`config.mk`:
```
export PLATFORM = sky130hd
export DESIGN_NAME = dec_stage
export DESIGN_NICKNAME = d
export VERILOG_FILES = /design/src/hw/rv_isa_pkg.sv /design/src/hw/dec_pipe_pkg.sv /design/src/hw/instr_decoder.sv /design/src/hw/imm_gen.sv /design/src/hw/gpr_file.sv /design/src/hw/operand_select.sv /design/src/hw/dec_ex_reg.sv /design/src/hw/dec_stage.sv
export SDC_FILE = /design/constraint.sdc
export NUM_CORES = 2
export LEC_CHECK = 0
export BUFFER_PORTS_ARGS = -buffer_cell sky130_fd_sc_hd__buf_2
export CORE_UTILIZATION = 57
export CTS_BUF_LIST = sky130_fd_sc_hd__clkbuf_4
export DETAILED_ROUTE_END_ITERATION = 12
export HOLD_SLACK_MARGIN = 0.02
export PLACE_DENSITY_LB_ADDON = 0.08
export SYNTH_ARGS = -nofsm -noshare
export SYNTH_HDL_FRONTEND = slang
export SYNTH_SLANG_ARGS = --single-unit
export TNS_END_PERCENT = 30
```
`constraint.sdc`:
```
create_clock -name cpu_clk -period 2.23 [get_ports cpu_clk]
set_clock_uncertainty 0.1 [all_clocks]
set_input_delay 0.446 -clock cpu_clk [delete_from_list [all_inputs] [get_ports cpu_clk]]
set_output_delay 0.446 -clock cpu_clk [all_outputs]
set_load 0.005 [all_outputs]
```
`src/hw/rv_isa_pkg.sv`:
```
package rv_isa_pkg;

	localparam int xlen       = 32;
	localparam int reg_addr_w = 5;	// register index
	localparam int num_gprs   = 32;

	// instruction field positions and widths
	localparam int opcode_lsb = 0;
	localparam int rd_lsb     = 7;
	localparam int funct3_lsb = 12;
	localparam int rs1_lsb    = 15;
	localparam int rs2_lsb    = 20;
	localparam int funct7_lsb = 25;
	localparam int opcode_w   = 7;
	localparam int funct3_w   = 3;
	localparam int funct7_w   = 7;

	// base integer opcodes
	localparam logic [opcode_w-1:0] op_lui    = 7'b0110111;
	localparam logic [opcode_w-1:0] op_auipc  = 7'b0010111;
	localparam logic [opcode_w-1:0] op_jal    = 7'b1101111;
	localparam logic [opcode_w-1:0] op_jalr   = 7'b1100111;
	localparam logic [opcode_w-1:0] op_branch = 7'b1100011;
	localparam logic [opcode_w-1:0] op_load   = 7'b0000011;
	localparam logic [opcode_w-1:0] op_store  = 7'b0100011;
	localparam logic [opcode_w-1:0] op_alu_ir = 7'b0010011;
	localparam logic [opcode_w-1:0] op_alu_rr = 7'b0110011;

	localparam logic [funct7_w-1:0] f7_base = 7'b0000000;
	localparam logic [funct7_w-1:0] f7_alt  = 7'b0100000;	// sub, sra

	// funct3 codes for branches
	localparam logic [funct3_w-1:0] f3_beq  = 3'b000;
	localparam logic [funct3_w-1:0] f3_bne  = 3'b001;
	localparam logic [funct3_w-1:0] f3_blt  = 3'b100;
	localparam logic [funct3_w-1:0] f3_bge  = 3'b101;
	localparam logic [funct3_w-1:0] f3_bltu = 3'b110;
	localparam logic [funct3_w-1:0] f3_bgeu = 3'b111;

	// alu funct3 codes that also accept f7_alt
	localparam logic [funct3_w-1:0] f3_add = 3'b000;
	localparam logic [funct3_w-1:0] f3_sr  = 3'b101;

endpackage

```
`src/hw/dec_pipe_pkg.sv`:
```
package dec_pipe_pkg;

	typedef struct packed {
		logic                        valid;
		logic [rv_isa_pkg::xlen-1:0] instr;
		logic [rv_isa_pkg::xlen-1:0] pc;
		logic [rv_isa_pkg::xlen-1:0] pc_plus4;
	} fetch_pkt_t;

	// none sits at zero so a cleared packet reads as a nop
	typedef enum logic [3:0] {
		alu_none, alu_add, alu_sub, alu_slt, alu_sltu, alu_and,
		alu_or, alu_xor, alu_sll, alu_srl, alu_sra
	} alu_op_t;

	typedef enum logic [2:0] {
		br_none, br_beq, br_bne, br_blt, br_bge, br_bltu, br_bgeu
	} br_op_t;

	// encoded like funct3[1:0] of loads and stores
	typedef enum logic [1:0] {
		mem_byte, mem_half, mem_word
	} mem_size_t;

	typedef enum logic [2:0] {
		imm_i, imm_s, imm_b, imm_u, imm_j
	} imm_fmt_t;

	typedef struct packed {
		alu_op_t   alu_op;
		br_op_t    br_op;
		logic      jal;
		logic      jalr;
		logic      load;
		logic      store;
		logic      illegal;
		mem_size_t mem_size;
		logic      mem_unsigned;
		logic      use_rs1;
		logic      use_rs2_as_src2;
		logic      use_imm_as_src2;
		logic      src1_is_pc;		// auipc
		logic      src2_is_link;	// jal, jalr
		logic      rd_write;
		imm_fmt_t  imm_fmt;
	} dec_ctrl_t;

	// result of a later stage, also the writeback port
	typedef struct packed {
		logic                              valid;
		logic [rv_isa_pkg::reg_addr_w-1:0] rd;
		logic [rv_isa_pkg::xlen-1:0]       data;
	} fwd_t;

	typedef struct packed {
		logic                              valid;
		alu_op_t                           alu_op;
		br_op_t                            br_op;
		logic                              jalr;
		logic                              load;
		logic                              store;
		mem_size_t                         mem_size;
		logic                              mem_unsigned;
		logic                              illegal;
		logic                              rd_write;
		logic [rv_isa_pkg::reg_addr_w-1:0] rd;
		logic [rv_isa_pkg::xlen-1:0]       src1;
		logic [rv_isa_pkg::xlen-1:0]       src2;
		logic [rv_isa_pkg::xlen-1:0]       store_data;
		logic [rv_isa_pkg::xlen-1:0]       imm;
		logic [rv_isa_pkg::xlen-1:0]       pc;
		logic [rv_isa_pkg::xlen-1:0]       pc_plus4;
	} ex_pkt_t;

endpackage

```
`src/hw/instr_decoder.sv`:
```
`timescale 1ns/1ps

module instr_decoder (
	input  logic [rv_isa_pkg::xlen-1:0] instr,
	output dec_pipe_pkg::dec_ctrl_t     ctrl
);

	logic [rv_isa_pkg::opcode_w-1:0] opcode;
	logic [rv_isa_pkg::funct3_w-1:0] funct3;
	logic [rv_isa_pkg::funct7_w-1:0] funct7;
	logic                            rr_legal;	// funct7 allowed on a reg-reg op

	assign opcode = instr[rv_isa_pkg::opcode_lsb +: rv_isa_pkg::opcode_w];
	assign funct3 = instr[rv_isa_pkg::funct3_lsb +: rv_isa_pkg::funct3_w];
	assign funct7 = instr[rv_isa_pkg::funct7_lsb +: rv_isa_pkg::funct7_w];

	assign rr_legal = (funct7 == rv_isa_pkg::f7_base) ||
		((funct7 == rv_isa_pkg::f7_alt) &&
		 ((funct3 == rv_isa_pkg::f3_add) || (funct3 == rv_isa_pkg::f3_sr)));

	// alt selects sub / sra
	function automatic dec_pipe_pkg::alu_op_t alu_fn(
		input logic [rv_isa_pkg::funct3_w-1:0] f3,
		input logic                            alt
	);
		case (f3)
			3'b000: alu_fn = alt ? dec_pipe_pkg::alu_sub : dec_pipe_pkg::alu_add;
			3'b001: alu_fn = dec_pipe_pkg::alu_sll;
			3'b010: alu_fn = dec_pipe_pkg::alu_slt;
			3'b011: alu_fn = dec_pipe_pkg::alu_sltu;
			3'b100: alu_fn = dec_pipe_pkg::alu_xor;
			3'b101: alu_fn = alt ? dec_pipe_pkg::alu_sra : dec_pipe_pkg::alu_srl;
			3'b110: alu_fn = dec_pipe_pkg::alu_or;
			default: alu_fn = dec_pipe_pkg::alu_and;
		endcase
	endfunction

	always_comb
	begin
		ctrl          = '0;
		ctrl.alu_op   = dec_pipe_pkg::alu_add;	// most formats compute an address or sum
		ctrl.br_op    = dec_pipe_pkg::br_none;
		ctrl.mem_size = dec_pipe_pkg::mem_size_t'(funct3[1:0]);
		ctrl.imm_fmt  = dec_pipe_pkg::imm_i;
		case (opcode)
			rv_isa_pkg::op_lui:
			begin
				ctrl.use_imm_as_src2 = 1'b1;	// 0 + imm
				ctrl.rd_write        = 1'b1;
				ctrl.imm_fmt         = dec_pipe_pkg::imm_u;
			end
			rv_isa_pkg::op_auipc:
			begin
				ctrl.src1_is_pc      = 1'b1;
				ctrl.use_imm_as_src2 = 1'b1;
				ctrl.rd_write        = 1'b1;
				ctrl.imm_fmt         = dec_pipe_pkg::imm_u;
			end
			rv_isa_pkg::op_jal:
			begin
				ctrl.jal          = 1'b1;
				ctrl.src2_is_link = 1'b1;
				ctrl.rd_write     = 1'b1;
				ctrl.imm_fmt      = dec_pipe_pkg::imm_j;
			end
			rv_isa_pkg::op_jalr:
			begin
				ctrl.jalr         = 1'b1;	// target is src1 + imm in EX
				ctrl.use_rs1      = 1'b1;
				ctrl.src2_is_link = 1'b1;
				ctrl.rd_write     = 1'b1;
			end
			rv_isa_pkg::op_branch:
			begin
				ctrl.use_rs1         = 1'b1;
				ctrl.use_rs2_as_src2 = 1'b1;
				ctrl.imm_fmt         = dec_pipe_pkg::imm_b;
				// compare flavour follows funct3[2:1]
				if (!funct3[2])
					ctrl.alu_op = dec_pipe_pkg::alu_sub;
				else if (!funct3[1])
					ctrl.alu_op = dec_pipe_pkg::alu_slt;
				else
					ctrl.alu_op = dec_pipe_pkg::alu_sltu;
				case (funct3)
					rv_isa_pkg::f3_beq:  ctrl.br_op = dec_pipe_pkg::br_beq;
					rv_isa_pkg::f3_bne:  ctrl.br_op = dec_pipe_pkg::br_bne;
					rv_isa_pkg::f3_blt:  ctrl.br_op = dec_pipe_pkg::br_blt;
					rv_isa_pkg::f3_bge:  ctrl.br_op = dec_pipe_pkg::br_bge;
					rv_isa_pkg::f3_bltu: ctrl.br_op = dec_pipe_pkg::br_bltu;
					rv_isa_pkg::f3_bgeu: ctrl.br_op = dec_pipe_pkg::br_bgeu;
					default:             ctrl.illegal = 1'b1;
				endcase
			end
			rv_isa_pkg::op_load:
			begin
				ctrl.load            = 1'b1;
				ctrl.mem_unsigned    = funct3[2];	// lbu, lhu
				ctrl.use_rs1         = 1'b1;
				ctrl.use_imm_as_src2 = 1'b1;
				ctrl.rd_write        = 1'b1;
				ctrl.illegal         = (funct3[1:0] == 2'b11) || (funct3 == 3'b110);
			end
			rv_isa_pkg::op_store:
			begin
				ctrl.store           = 1'b1;
				ctrl.use_rs1         = 1'b1;
				ctrl.use_imm_as_src2 = 1'b1;
				ctrl.imm_fmt         = dec_pipe_pkg::imm_s;
				ctrl.illegal         = funct3[2] || (funct3[1:0] == 2'b11);
			end
			rv_isa_pkg::op_alu_ir:
			begin
				// only srai carries the alt bit, addi never turns into sub
				ctrl.alu_op          = alu_fn(funct3,
					(funct3 == rv_isa_pkg::f3_sr) && (funct7 == rv_isa_pkg::f7_alt));
				ctrl.use_rs1         = 1'b1;
				ctrl.use_imm_as_src2 = 1'b1;
				ctrl.rd_write        = 1'b1;
			end
			rv_isa_pkg::op_alu_rr:
			begin
				ctrl.alu_op          = alu_fn(funct3, funct7 == rv_isa_pkg::f7_alt);
				ctrl.use_rs1         = 1'b1;
				ctrl.use_rs2_as_src2 = 1'b1;
				ctrl.rd_write        = 1'b1;
				ctrl.illegal         = !rr_legal;	// catches the M extension
			end
			default:
				ctrl.illegal = 1'b1;
		endcase

		// an illegal instruction must not act on any state
		if (ctrl.illegal)
		begin
			ctrl.alu_op   = dec_pipe_pkg::alu_none;
			ctrl.br_op    = dec_pipe_pkg::br_none;
			ctrl.jal      = 1'b0;
			ctrl.jalr     = 1'b0;
			ctrl.load     = 1'b0;
			ctrl.store    = 1'b0;
			ctrl.rd_write = 1'b0;
		end
	end

endmodule

```
`src/hw/imm_gen.sv`:
```
`timescale 1ns/1ps

module imm_gen (
	input  logic [rv_isa_pkg::xlen-1:0] instr,
	input  dec_pipe_pkg::imm_fmt_t      fmt,
	output logic [rv_isa_pkg::xlen-1:0] imm
);

	logic sign;	// instr[31] is the sign bit in every format

	assign sign = instr[31];

	always_comb
	begin
		case (fmt)
			dec_pipe_pkg::imm_s:
				imm = {{20{sign}}, instr[31:25], instr[11:7]};
			dec_pipe_pkg::imm_b:	// bit 0 always zero
				imm = {{19{sign}}, sign, instr[7], instr[30:25], instr[11:8], 1'b0};
			dec_pipe_pkg::imm_u:
				imm = {instr[31:12], 12'b0};
			dec_pipe_pkg::imm_j:
				imm = {{11{sign}}, sign, instr[19:12], instr[20], instr[30:21], 1'b0};
			default:	// i format
				imm = {{20{sign}}, instr[31:20]};
		endcase
	end

endmodule

```
`src/hw/gpr_file.sv`:
```
`timescale 1ns/1ps

module gpr_file #(
	parameter int num_gprs_p = rv_isa_pkg::num_gprs
) (
	input  logic                              cpu_clk,
	input  logic                              cpu_rstn,
	input  dec_pipe_pkg::fwd_t                wb,	// write port
	input  logic [rv_isa_pkg::reg_addr_w-1:0] rs1,
	input  logic [rv_isa_pkg::reg_addr_w-1:0] rs2,
	output logic [rv_isa_pkg::xlen-1:0]       rd1,
	output logic [rv_isa_pkg::xlen-1:0]       rd2
);

	logic [rv_isa_pkg::xlen-1:0] regs [num_gprs_p];

	always_ff @(posedge cpu_clk or negedge cpu_rstn)
	begin
		if (!cpu_rstn)
		begin
			for (int i = 0; i < num_gprs_p; i++)
			begin
				regs[i] <= '0;
			end
		end
		else if (wb.valid && (wb.rd != '0))
		begin
			regs[wb.rd] <= wb.data;
		end
	end

	// x0 hardwired, new writes show up from the next cycle
	assign rd1 = (rs1 == '0) ? '0 : regs[rs1];
	assign rd2 = (rs2 == '0) ? '0 : regs[rs2];

endmodule

```
`src/hw/operand_select.sv`:
```
`timescale 1ns/1ps

module operand_select (
	input  dec_pipe_pkg::dec_ctrl_t           ctrl,
	input  logic [rv_isa_pkg::reg_addr_w-1:0] rs1,
	input  logic [rv_isa_pkg::reg_addr_w-1:0] rs2,
	input  logic [rv_isa_pkg::xlen-1:0]       rf1,	// register file data
	input  logic [rv_isa_pkg::xlen-1:0]       rf2,
	input  logic [rv_isa_pkg::xlen-1:0]       imm,
	input  logic [rv_isa_pkg::xlen-1:0]       pc,
	input  logic [rv_isa_pkg::xlen-1:0]       pc_plus4,
	input  dec_pipe_pkg::fwd_t                fwd_ex,
	input  dec_pipe_pkg::fwd_t                fwd_mem,
	input  dec_pipe_pkg::fwd_t                wb,
	output logic [rv_isa_pkg::xlen-1:0]       src1,
	output logic [rv_isa_pkg::xlen-1:0]       src2,
	output logic [rv_isa_pkg::xlen-1:0]       store_data
);

	logic [rv_isa_pkg::xlen-1:0] rs1_val;
	logic [rv_isa_pkg::xlen-1:0] rs2_val;

	// youngest producer wins: ex, then mem, then wb
	function automatic logic [rv_isa_pkg::xlen-1:0] fwd_pick(
		input logic [rv_isa_pkg::reg_addr_w-1:0] idx,
		input logic [rv_isa_pkg::xlen-1:0]       rf,
		input dec_pipe_pkg::fwd_t                f_ex,
		input dec_pipe_pkg::fwd_t                f_mem,
		input dec_pipe_pkg::fwd_t                f_wb
	);
		if (idx == '0)
			fwd_pick = '0;
		else if (f_ex.valid && (f_ex.rd == idx))
			fwd_pick = f_ex.data;
		else if (f_mem.valid && (f_mem.rd == idx))
			fwd_pick = f_mem.data;
		else if (f_wb.valid && (f_wb.rd == idx))
			fwd_pick = f_wb.data;	// rf not written yet
		else
			fwd_pick = rf;
	endfunction

	assign rs1_val    = fwd_pick(rs1, rf1, fwd_ex, fwd_mem, wb);
	assign rs2_val    = fwd_pick(rs2, rf2, fwd_ex, fwd_mem, wb);
	assign store_data = rs2_val;

	always_comb
	begin
		if (ctrl.src1_is_pc)
			src1 = pc;
		else if (ctrl.use_rs1)
			src1 = rs1_val;
		else
			src1 = '0;	// lui, jal

		if (ctrl.src2_is_link)
			src2 = pc_plus4;
		else if (ctrl.use_rs2_as_src2)
			src2 = rs2_val;
		else
			src2 = imm;
	end

endmodule

```
`src/hw/dec_ex_reg.sv`:
```
`timescale 1ns/1ps

module dec_ex_reg (
	input  logic                        cpu_clk,
	input  logic                        cpu_rstn,
	input  logic                        flush,
	input  logic                        ex_ready,
	input  dec_pipe_pkg::fetch_pkt_t    fetch,
	input  dec_pipe_pkg::dec_ctrl_t     ctrl,
	input  logic [rv_isa_pkg::xlen-1:0] src1,
	input  logic [rv_isa_pkg::xlen-1:0] src2,
	input  logic [rv_isa_pkg::xlen-1:0] store_data,
	input  logic [rv_isa_pkg::xlen-1:0] imm,
	output dec_pipe_pkg::ex_pkt_t       ex
);

	dec_pipe_pkg::ex_pkt_t pkt_d;	// next packet, already a bubble if not live
	dec_pipe_pkg::ex_pkt_t ctl_q;	// control fields, reset
	dec_pipe_pkg::ex_pkt_t dat_q;	// data fields, no reset

	always_comb
	begin
		pkt_d              = '0;
		pkt_d.valid        = fetch.valid && !flush;
		pkt_d.alu_op       = ctrl.alu_op;
		pkt_d.br_op        = ctrl.br_op;
		pkt_d.jalr         = ctrl.jalr;
		pkt_d.load         = ctrl.load;
		pkt_d.store        = ctrl.store;
		pkt_d.mem_size     = ctrl.mem_size;
		pkt_d.mem_unsigned = ctrl.mem_unsigned;
		pkt_d.illegal      = ctrl.illegal;
		pkt_d.rd_write     = ctrl.rd_write;
		pkt_d.rd           = fetch.instr[rv_isa_pkg::rd_lsb +: rv_isa_pkg::reg_addr_w];
		pkt_d.src1         = src1;
		pkt_d.src2         = src2;
		pkt_d.store_data   = store_data;
		pkt_d.imm          = imm;
		pkt_d.pc           = fetch.pc;
		pkt_d.pc_plus4     = fetch.pc_plus4;
		if (!pkt_d.valid)
		begin
			pkt_d.alu_op   = dec_pipe_pkg::alu_none;
			pkt_d.br_op    = dec_pipe_pkg::br_none;
			pkt_d.jalr     = 1'b0;
			pkt_d.load     = 1'b0;
			pkt_d.store    = 1'b0;
			pkt_d.illegal  = 1'b0;
			pkt_d.rd_write = 1'b0;
		end
	end

	// flush also kills a held packet under back-pressure
	always_ff @(posedge cpu_clk or negedge cpu_rstn)
	begin
		if (!cpu_rstn)
			ctl_q <= '0;
		else if (flush || ex_ready)
			ctl_q <= pkt_d;
	end

	always_ff @(posedge cpu_clk)
	begin
		if (ex_ready)
			dat_q <= pkt_d;
	end

	always_comb
	begin
		ex          = dat_q;
		ex.valid    = ctl_q.valid;
		ex.alu_op   = ctl_q.alu_op;
		ex.br_op    = ctl_q.br_op;
		ex.jalr     = ctl_q.jalr;
		ex.load     = ctl_q.load;
		ex.store    = ctl_q.store;
		ex.illegal  = ctl_q.illegal;
		ex.rd_write = ctl_q.rd_write;
	end

endmodule

```
`src/hw/dec_stage.sv`:
```
`timescale 1ns/1ps

module dec_stage (
	input  logic                     cpu_clk,
	input  logic                     cpu_rstn,
	input  dec_pipe_pkg::fetch_pkt_t fetch,
	output logic                     dec_ready,
	output dec_pipe_pkg::ex_pkt_t    ex,
	input  logic                     ex_ready,
	input  logic                     flush,		// mispredict or exception
	input  dec_pipe_pkg::fwd_t       fwd_ex,
	input  dec_pipe_pkg::fwd_t       fwd_mem,
	input  dec_pipe_pkg::fwd_t       wb		// rf write and forward
);

	dec_pipe_pkg::dec_ctrl_t           ctrl;
	logic [rv_isa_pkg::reg_addr_w-1:0] rs1;
	logic [rv_isa_pkg::reg_addr_w-1:0] rs2;
	logic [rv_isa_pkg::xlen-1:0]       imm;
	logic [rv_isa_pkg::xlen-1:0]       rf1;
	logic [rv_isa_pkg::xlen-1:0]       rf2;
	logic [rv_isa_pkg::xlen-1:0]       src1;
	logic [rv_isa_pkg::xlen-1:0]       src2;
	logic [rv_isa_pkg::xlen-1:0]       store_data;

	assign rs1 = fetch.instr[rv_isa_pkg::rs1_lsb +: rv_isa_pkg::reg_addr_w];
	assign rs2 = fetch.instr[rv_isa_pkg::rs2_lsb +: rv_isa_pkg::reg_addr_w];

	// no stall source of our own
	assign dec_ready = ex_ready;

	instr_decoder u_dec (
		.instr (fetch.instr),
		.ctrl  (ctrl)
	);

	imm_gen u_imm (
		.instr (fetch.instr),
		.fmt   (ctrl.imm_fmt),
		.imm   (imm)
	);

	gpr_file #(
		.num_gprs_p (rv_isa_pkg::num_gprs)
	) u_gprs (
		.cpu_clk  (cpu_clk),
		.cpu_rstn (cpu_rstn),
		.wb       (wb),
		.rs1      (rs1),
		.rs2      (rs2),
		.rd1      (rf1),
		.rd2      (rf2)
	);

	operand_select u_opsel (
		.ctrl       (ctrl),
		.rs1        (rs1),
		.rs2        (rs2),
		.rf1        (rf1),
		.rf2        (rf2),
		.imm        (imm),
		.pc         (fetch.pc),
		.pc_plus4   (fetch.pc_plus4),
		.fwd_ex     (fwd_ex),
		.fwd_mem    (fwd_mem),
		.wb         (wb),
		.src1       (src1),
		.src2       (src2),
		.store_data (store_data)
	);

	dec_ex_reg u_dec_ex (
		.cpu_clk    (cpu_clk),
		.cpu_rstn   (cpu_rstn),
		.flush      (flush),
		.ex_ready   (ex_ready),
		.fetch      (fetch),
		.ctrl       (ctrl),
		.src1       (src1),
		.src2       (src2),
		.store_data (store_data),
		.imm        (imm),
		.ex         (ex)
	);

endmodule

```
After elaboration in Yosys (flattened, before gate mapping)
Cells that the tools add are included.
W data, S select, Z words.
{ "word_totals": {"reg_bits": 1237, "inputBits": 215, "elab_cells": 163} }
{ "op_classes": {"n_lt_le_gt_ge": 4, "n_eq_ne": 28, "muxes": 49, "bitwise": 3, "reduce_logical": 30} }
{ "ops": {"columns": ["op", "n"], "rows": [
  ["$bwmux W1024", 1],
  ["$mux W32", 17],
  ["$bmux W32 S5", 2],
  ["$demux W32 S5", 1],
  ["$pmux W31 S4", 1],
  ["$pmux W4 S7", 2],
  ["$eq A5 B5 Y1", 6],
  ["$eq A7 B6 Y1 const B", 4],
  ["$eq A7 B7 Y1 const B", 3],
  ["$ge A6 B6 Y1 const B", 3],
  ["$not A5 Y6", 3],
  ["$pmux W3 S6", 1],
  ["$eq A3 B3 Y1 const B", 5],
  ["$eq A7 B5 Y1 const B", 2],
  ["$eq A3 B2 Y1 const B", 4],
  ["$pmux W3 S4", 1],
  ["$pmux W4 S3", 1],
  ["$reduce_or A6 Y1", 2],
  ["$logic_and A1 B1 Y1", 11],
  ["$mux W1", 11],
  ["$mux W11", 1],
  ["$logic_not A5 Y1", 2],
  ["$mux W10", 1],
  ["$mux W2", 5],
  ["15 further kinds", 24]
]} }

Logic depth before layout (Yosys ltp)
{ "depth": {"depth_word": 10, "mapped_depth": 11, "depth_no_buf": 6} }

By module
Synthesis repeated with hierarchy kept, for this count alone.
{ "hier_totals": {"hier_cells": 4688, "area_unflattened_um2": 66128.4} }
{ "modules_own_cells": {"columns": ["mod", "n_inst", "cells_per_inst", "area_per_inst_um2", "seq_area_each_um2"], "rows": [
  ["gpr_file", 1, 3623, 54456.0, 25624.6],
  ["dec_ex_reg", 1, 233, 6508.7, 6331.1],
  ["operand_select", 1, 653, 3972.6, 0.0],
  ["imm_gen", 1, 90, 591.8, 0.0],
  ["instr_decoder", 1, 88, 591.8, 0.0],
  ["dec_stage", 1, 1, 7.5, 0.0]
]} }

Worst setup path after synthesis
No wires, ideal clock.
{ "synth_timing": {"path_type": "input to register", "from": "in fetch[79] (netlist name)", "to": "reg u_dec_ex.dat_q, in the netlist u_dec_ex.ex[163] (data pin)", "t_arrival_ns": 2.513, "t_required_ns": 1.864, "slack_ns": -0.649, "stages": 8, "path_buffers": 4, "path_cell_list": "buf_4 -> buf_6 -> buf_2 -> buf_2 -> mux4_2 -> mux4_2 -> o22ai_1 -> o211ai_1"} }
{ "synth_between": {"elab_chain_cells": 10} }
{ "synth_rtl": {"columns": ["item", "line_no", "source"], "rows": [
  ["start: declaration", "dec_stage.sv:6", "input dec_pipe_pkg::fetch_pkt_t fetch,"],
  ["$not A5 Y6 (not written as such)", "gpr_file.sv:33", "assign rd1 = (rs1 == '0) ? '0 : regs[rs1];"],
  ["$bmux W32 S5", "gpr_file.sv:33", null],
  ["$mux W32 (not written as such) (2 in series)", "gpr_file.sv:33", null],
  ["$mux W32", "operand_select.sv:37", "else if (f_wb.valid && (f_wb.rd == idx))"],
  ["$mux W32", "operand_select.sv:35", "else if (f_mem.valid && (f_mem.rd == idx))"],
  ["$mux W32", "operand_select.sv:33", "else if (f_ex.valid && (f_ex.rd == idx))"],
  ["$mux W32 *", "operand_select.sv:31", "if (idx == '0)"],
  ["$mux W32 *", "operand_select.sv:51", "else if (ctrl.use_rs1)"],
  ["$mux W32 *", "operand_select.sv:49", "if (ctrl.src1_is_pc)"],
  ["named net src1, one bit", "dec_stage.sv:22", "logic [rv_isa_pkg::xlen-1:0] src1;"],
  ["end signal: assignment", "dec_ex_reg.sv:65", "dat_q <= pkt_d;"],
  ["end: declaration", "dec_ex_reg.sv:19", "dec_pipe_pkg::ex_pkt_t dat_q;"]
]} }
Mark *: on every way through the listed nets, which the timed path passes. The rest lies on a longest branch. The select of a mux whose other input is x is not followed.
A chain may end at the register's enable or synchronous reset.

Final worst setup path
{ "layout_timing": {"from": "reg u_gprs.regs[245] (netlist name)", "to": "reg u_dec_ex.dat_q, in the netlist u_dec_ex.ex[181] (data pin)"} }
{ "layout_between": {"elab_chain_cells": 9} }
{ "layout_rtl": {"columns": ["item", "line_no", "source"], "rows": [
  ["start: declaration", "gpr_file.sv:15", "logic [rv_isa_pkg::xlen-1:0] regs [num_gprs_p];"],
  ["start signal: indexed assignment", "gpr_file.sv:28", "regs[wb.rd] <= wb.data;"],
  ["$bmux W32 S5", "gpr_file.sv:33", null],
  ["$mux W32 (not written as such) (2 in series)", "gpr_file.sv:33", null],
  ["$mux W32", "operand_select.sv:37", null],
  ["$mux W32", "operand_select.sv:35", null],
  ["$mux W32", "operand_select.sv:33", null],
  ["$mux W32", "operand_select.sv:31", null],
  ["$mux W32", "operand_select.sv:51", null],
  ["$mux W32", "operand_select.sv:49", null],
  ["named net src1, one bit", "dec_stage.sv:22", null]
]} }
The timed path passes the listed nets, and every way through them passes these cells. The select of a mux whose other input is x is not followed.

==> impl_metrics.toml <==
[outcome]
status = "finished, violations left"
violations = "DRC, setup timing"

[detailed_routing]
drcViolationCount = 2
viasPerCell = 6.72
num_vias = 53600
firstDrtPassIters = 12
wl_per_cell_um = 32.3
top_layer_used = "met5"
route.met3.wl_um = 32800
wl_met1_um = 93200
dr.first_iter.drc_count = 6601
ant_nets = 0
met2_length_um = 114000
drt_wl_total_um = 258000

[timing]
rsz0062_at_grt = "true"
period_minus_slack_ns = 2.59
fin_tns_setup_ns = -35.57
relSlewSlack = 0.347
setup_slack_ns = -0.357
fin_crit_sh = 1.16
fmax_mhz = 386
tightestPinTransition_ns = 0.978
setup_violations = 266
hold_viol = 0
whs_ns = 0.0526
slew_viol_final = 0

[critical_path]
cp_num_buf_inv = 0
cp-start-kind = "register"
critical-path-top-delay-family = "multiplexers"
worst-path-max-fanout = 2
crit_required_ns = 3.18
cp-end-kind = "register"
cp_slowest_cell = "mux4_2"
crit_type = "register to register"
arrival_ns = 3.54
max_stage_delay_ns = 0.53
crit_chain = "mux4_2, mux4_2, mux2i_4, nor3_2, a211o_1, a22o_1"
cpMostUsedCell = "mux4_2"

[placement]
place_area_um2 = 77200
portBuffers = 428
dp.cells = 7038
hpwl_um = 174000
routabilityCongestion = 1.00
place_ws_ns = -1.35

[flow_run]
maxCapViolations = 0

[cts]
root_buffer = "clkbuf_4"
cts_buffer_depth = 4
numClockSinks = 1237
path_clk_slew_ns = 0.07
clkLatencyLatePin_ns = 1.32
h-tree-depth = 5
cts_made_buffers = 342
cts_tree = "built"

[floorplanning]
die_w_um = 339
dieArea_um2 = 115000
pin_count = 429
coreArea_um2 = 113000
fp.dieH_um = 339
initial_utilization = 0.576
num_rows = 123

[finish]
fin_cells = 7982
syn_to_final_growth_pct = 31.9
fill_cells = 7261
drive_above_1_share = 0.553
final_nets = 6458
fin_util = 0.759
layout_commonest_cell = "dfrtp_1"
design_area_um2 = 85600
layout_common_cells = "dfrtp_1, mux2_2, buf_4"

[power_and_ir_drop]
intPower_mw = 46.8
sequentialPowerShare = 0.444
vdd_drop_max_uv = 495
p_leak_nw = 38.2
powerDensity_nw_per_um2 = 776
power_mw = 66.4
clkPwrFrac = 0.306
netSwitchingPower_mw = 19.6
p_sw_frac = 0.295
comb_power_share = 0.249

[synth]
ys.flop_type = "dfrtp_1"
synth-edff-count = 200
synth_area_leader_cell = "dfrtp_1"
synthCells = 4606
synthArstFlopShare = 0.838
synth.distinct_cells = 71
synth_seq_area_share = 0.493
synth_warnings = 0
syn_area_um2 = 64900
syn_area_per_cell_um2 = 14.1
ys_ff_latch = 1237
synth_area_leaders = "dfrtp_1, mux4_2, mux2_2"
synth_top_area_share = 0.400
synth.net_count = 4821

[global_routing]
grt_pass1_vias = 54500
grt_antenna_before_repair = 26
grt.overflow.total = 0
grt_pass1_wl_um = 373000
grtUsageTotal = 0.450
grt_max_degree = 84

[min_path]
worst_hold_path_type = "primary input to register"
-- kinds of logic (layout without fill, tap and decap cells) --
logic type,Yosys count,in the layout,share of synthesized area
DFF,1237,1237,0.493
and+or+nand+nor,622,622,0.0426
buffers and inverters,513,2367,0.0346
xor gates and xnor gates,33,33,0.00445
other,0,22,0
AOI/OAI and AO/OA,652,652,0.0675
muxes,1549,1549,0.358
-- tightest hold or removal path, cell delays in order --
cell           delay, ns
dlygate4sd3_1       0.53
buf_2               0.13
a221oi_1            0.08
o211ai_1            0.16
-- state kept, by name, summed over array words and instances (netlist names) --
name,count
u_dec_ex.ex,213
u_gprs.regs,1024
-- power by group through the flow --
| stage | Clock [mW] | Sequential [mW] | Combinational [mW] |
|---|---|---|---|
| after floorplan | 0 | 28.9 | 9.02 |
| after global placement | 0 | 29.5 | 14.8 |
| after detailed placement | 0 | 29.7 | 15.2 |
| after CTS | 20.3 | 29.3 | 16.0 |
| after global routing | 21.6 | 29.8 | 17.4 |
| final | 20.3 | 29.5 | 16.5 |
-- metal layers --
layer	track usage	vias to the layer above
met5	0	-
met4	0.268	18
met3	0.152	1070
met2	0.663	3996
met1	0.580	27300
li1	-	21200
-- synthesized netlist by cell type (29+ instances only) --
cell / n
dfrtp_1: 1037
mux2_2: 879
mux4_2: 531
nand2_1: 329
clkbuf_1: 310
edfxtp_1: 200
o21ai_0: 199
mux2i_1: 139
nor2_1: 104
a21oi_1: 87
buf_2: 86
buf_1: 55
a22oi_1: 51
nand3_1: 49
o221ai_1: 42
a21o_1: 35
and2_1: 29
o22ai_1: 29
-- what timing repair did --
item                                    in CTS  in global routing
hold endpoints to repair                  2439                  1
pin swaps                                   42                 50
resized for setup                           76                 81
endpoints found under the setup margin     270                298
setup buffers                               16                 12
hold buffers                               337                  1
-- path summary, 6_finish.rpt --
| kind | slack (ns) | depth (start not counted) | start | endpoint |
|---|---|---|---|---|
| setup / recovery | -0.36 | 6 | u_gprs.regs[245]$_DFFE_PN0P_ | u_dec_ex.ex[181]$_DFFE_PP_ |
| hold / removal | 0.05 | 4 | fwd_mem[27] | u_dec_ex.ex[187]$_DFFE_PP_ |
| setup reg to reg | -0.36 | 6 | u_gprs.regs[245]$_DFFE_PN0P_ | u_dec_ex.ex[181]$_DFFE_PP_ |
| hold reg to reg | 0.30 | 0 | u_gprs.regs[1019]$_DFFE_PN0P_ | u_gprs.regs[1019]$_DFFE_PN0P_ |
| max in group asynchronous | 0.89 | 6 | cpu_rstn | u_gprs.regs[306]$_DFFE_PN0P_ |
| min in group asynchronous | 0.26 | 4 | cpu_rstn | u_gprs.regs[993]$_DFFE_PN0P_ |
-- final cells by class --
type / instances / area [um2] / share of cell area
Clock inverter: 63 / 299 / 0.00350
Timing Repair Buffer: 1783 / 15800 / 0.184
Clock buffer: 498 / 3740 / 0.0437
Inverter: 23 / 87.6 / 0.00102
Multi-Input combinational cell: 2856 / 31800 / 0.371
Tap cell: 1500 / 1880 / 0.0219
Antenna cell: 22 / 55.1 / 0.000643
Sequential cell: 1237 / 32000 / 0.374
Note: power is estimated with default switching activity, not from simulation.
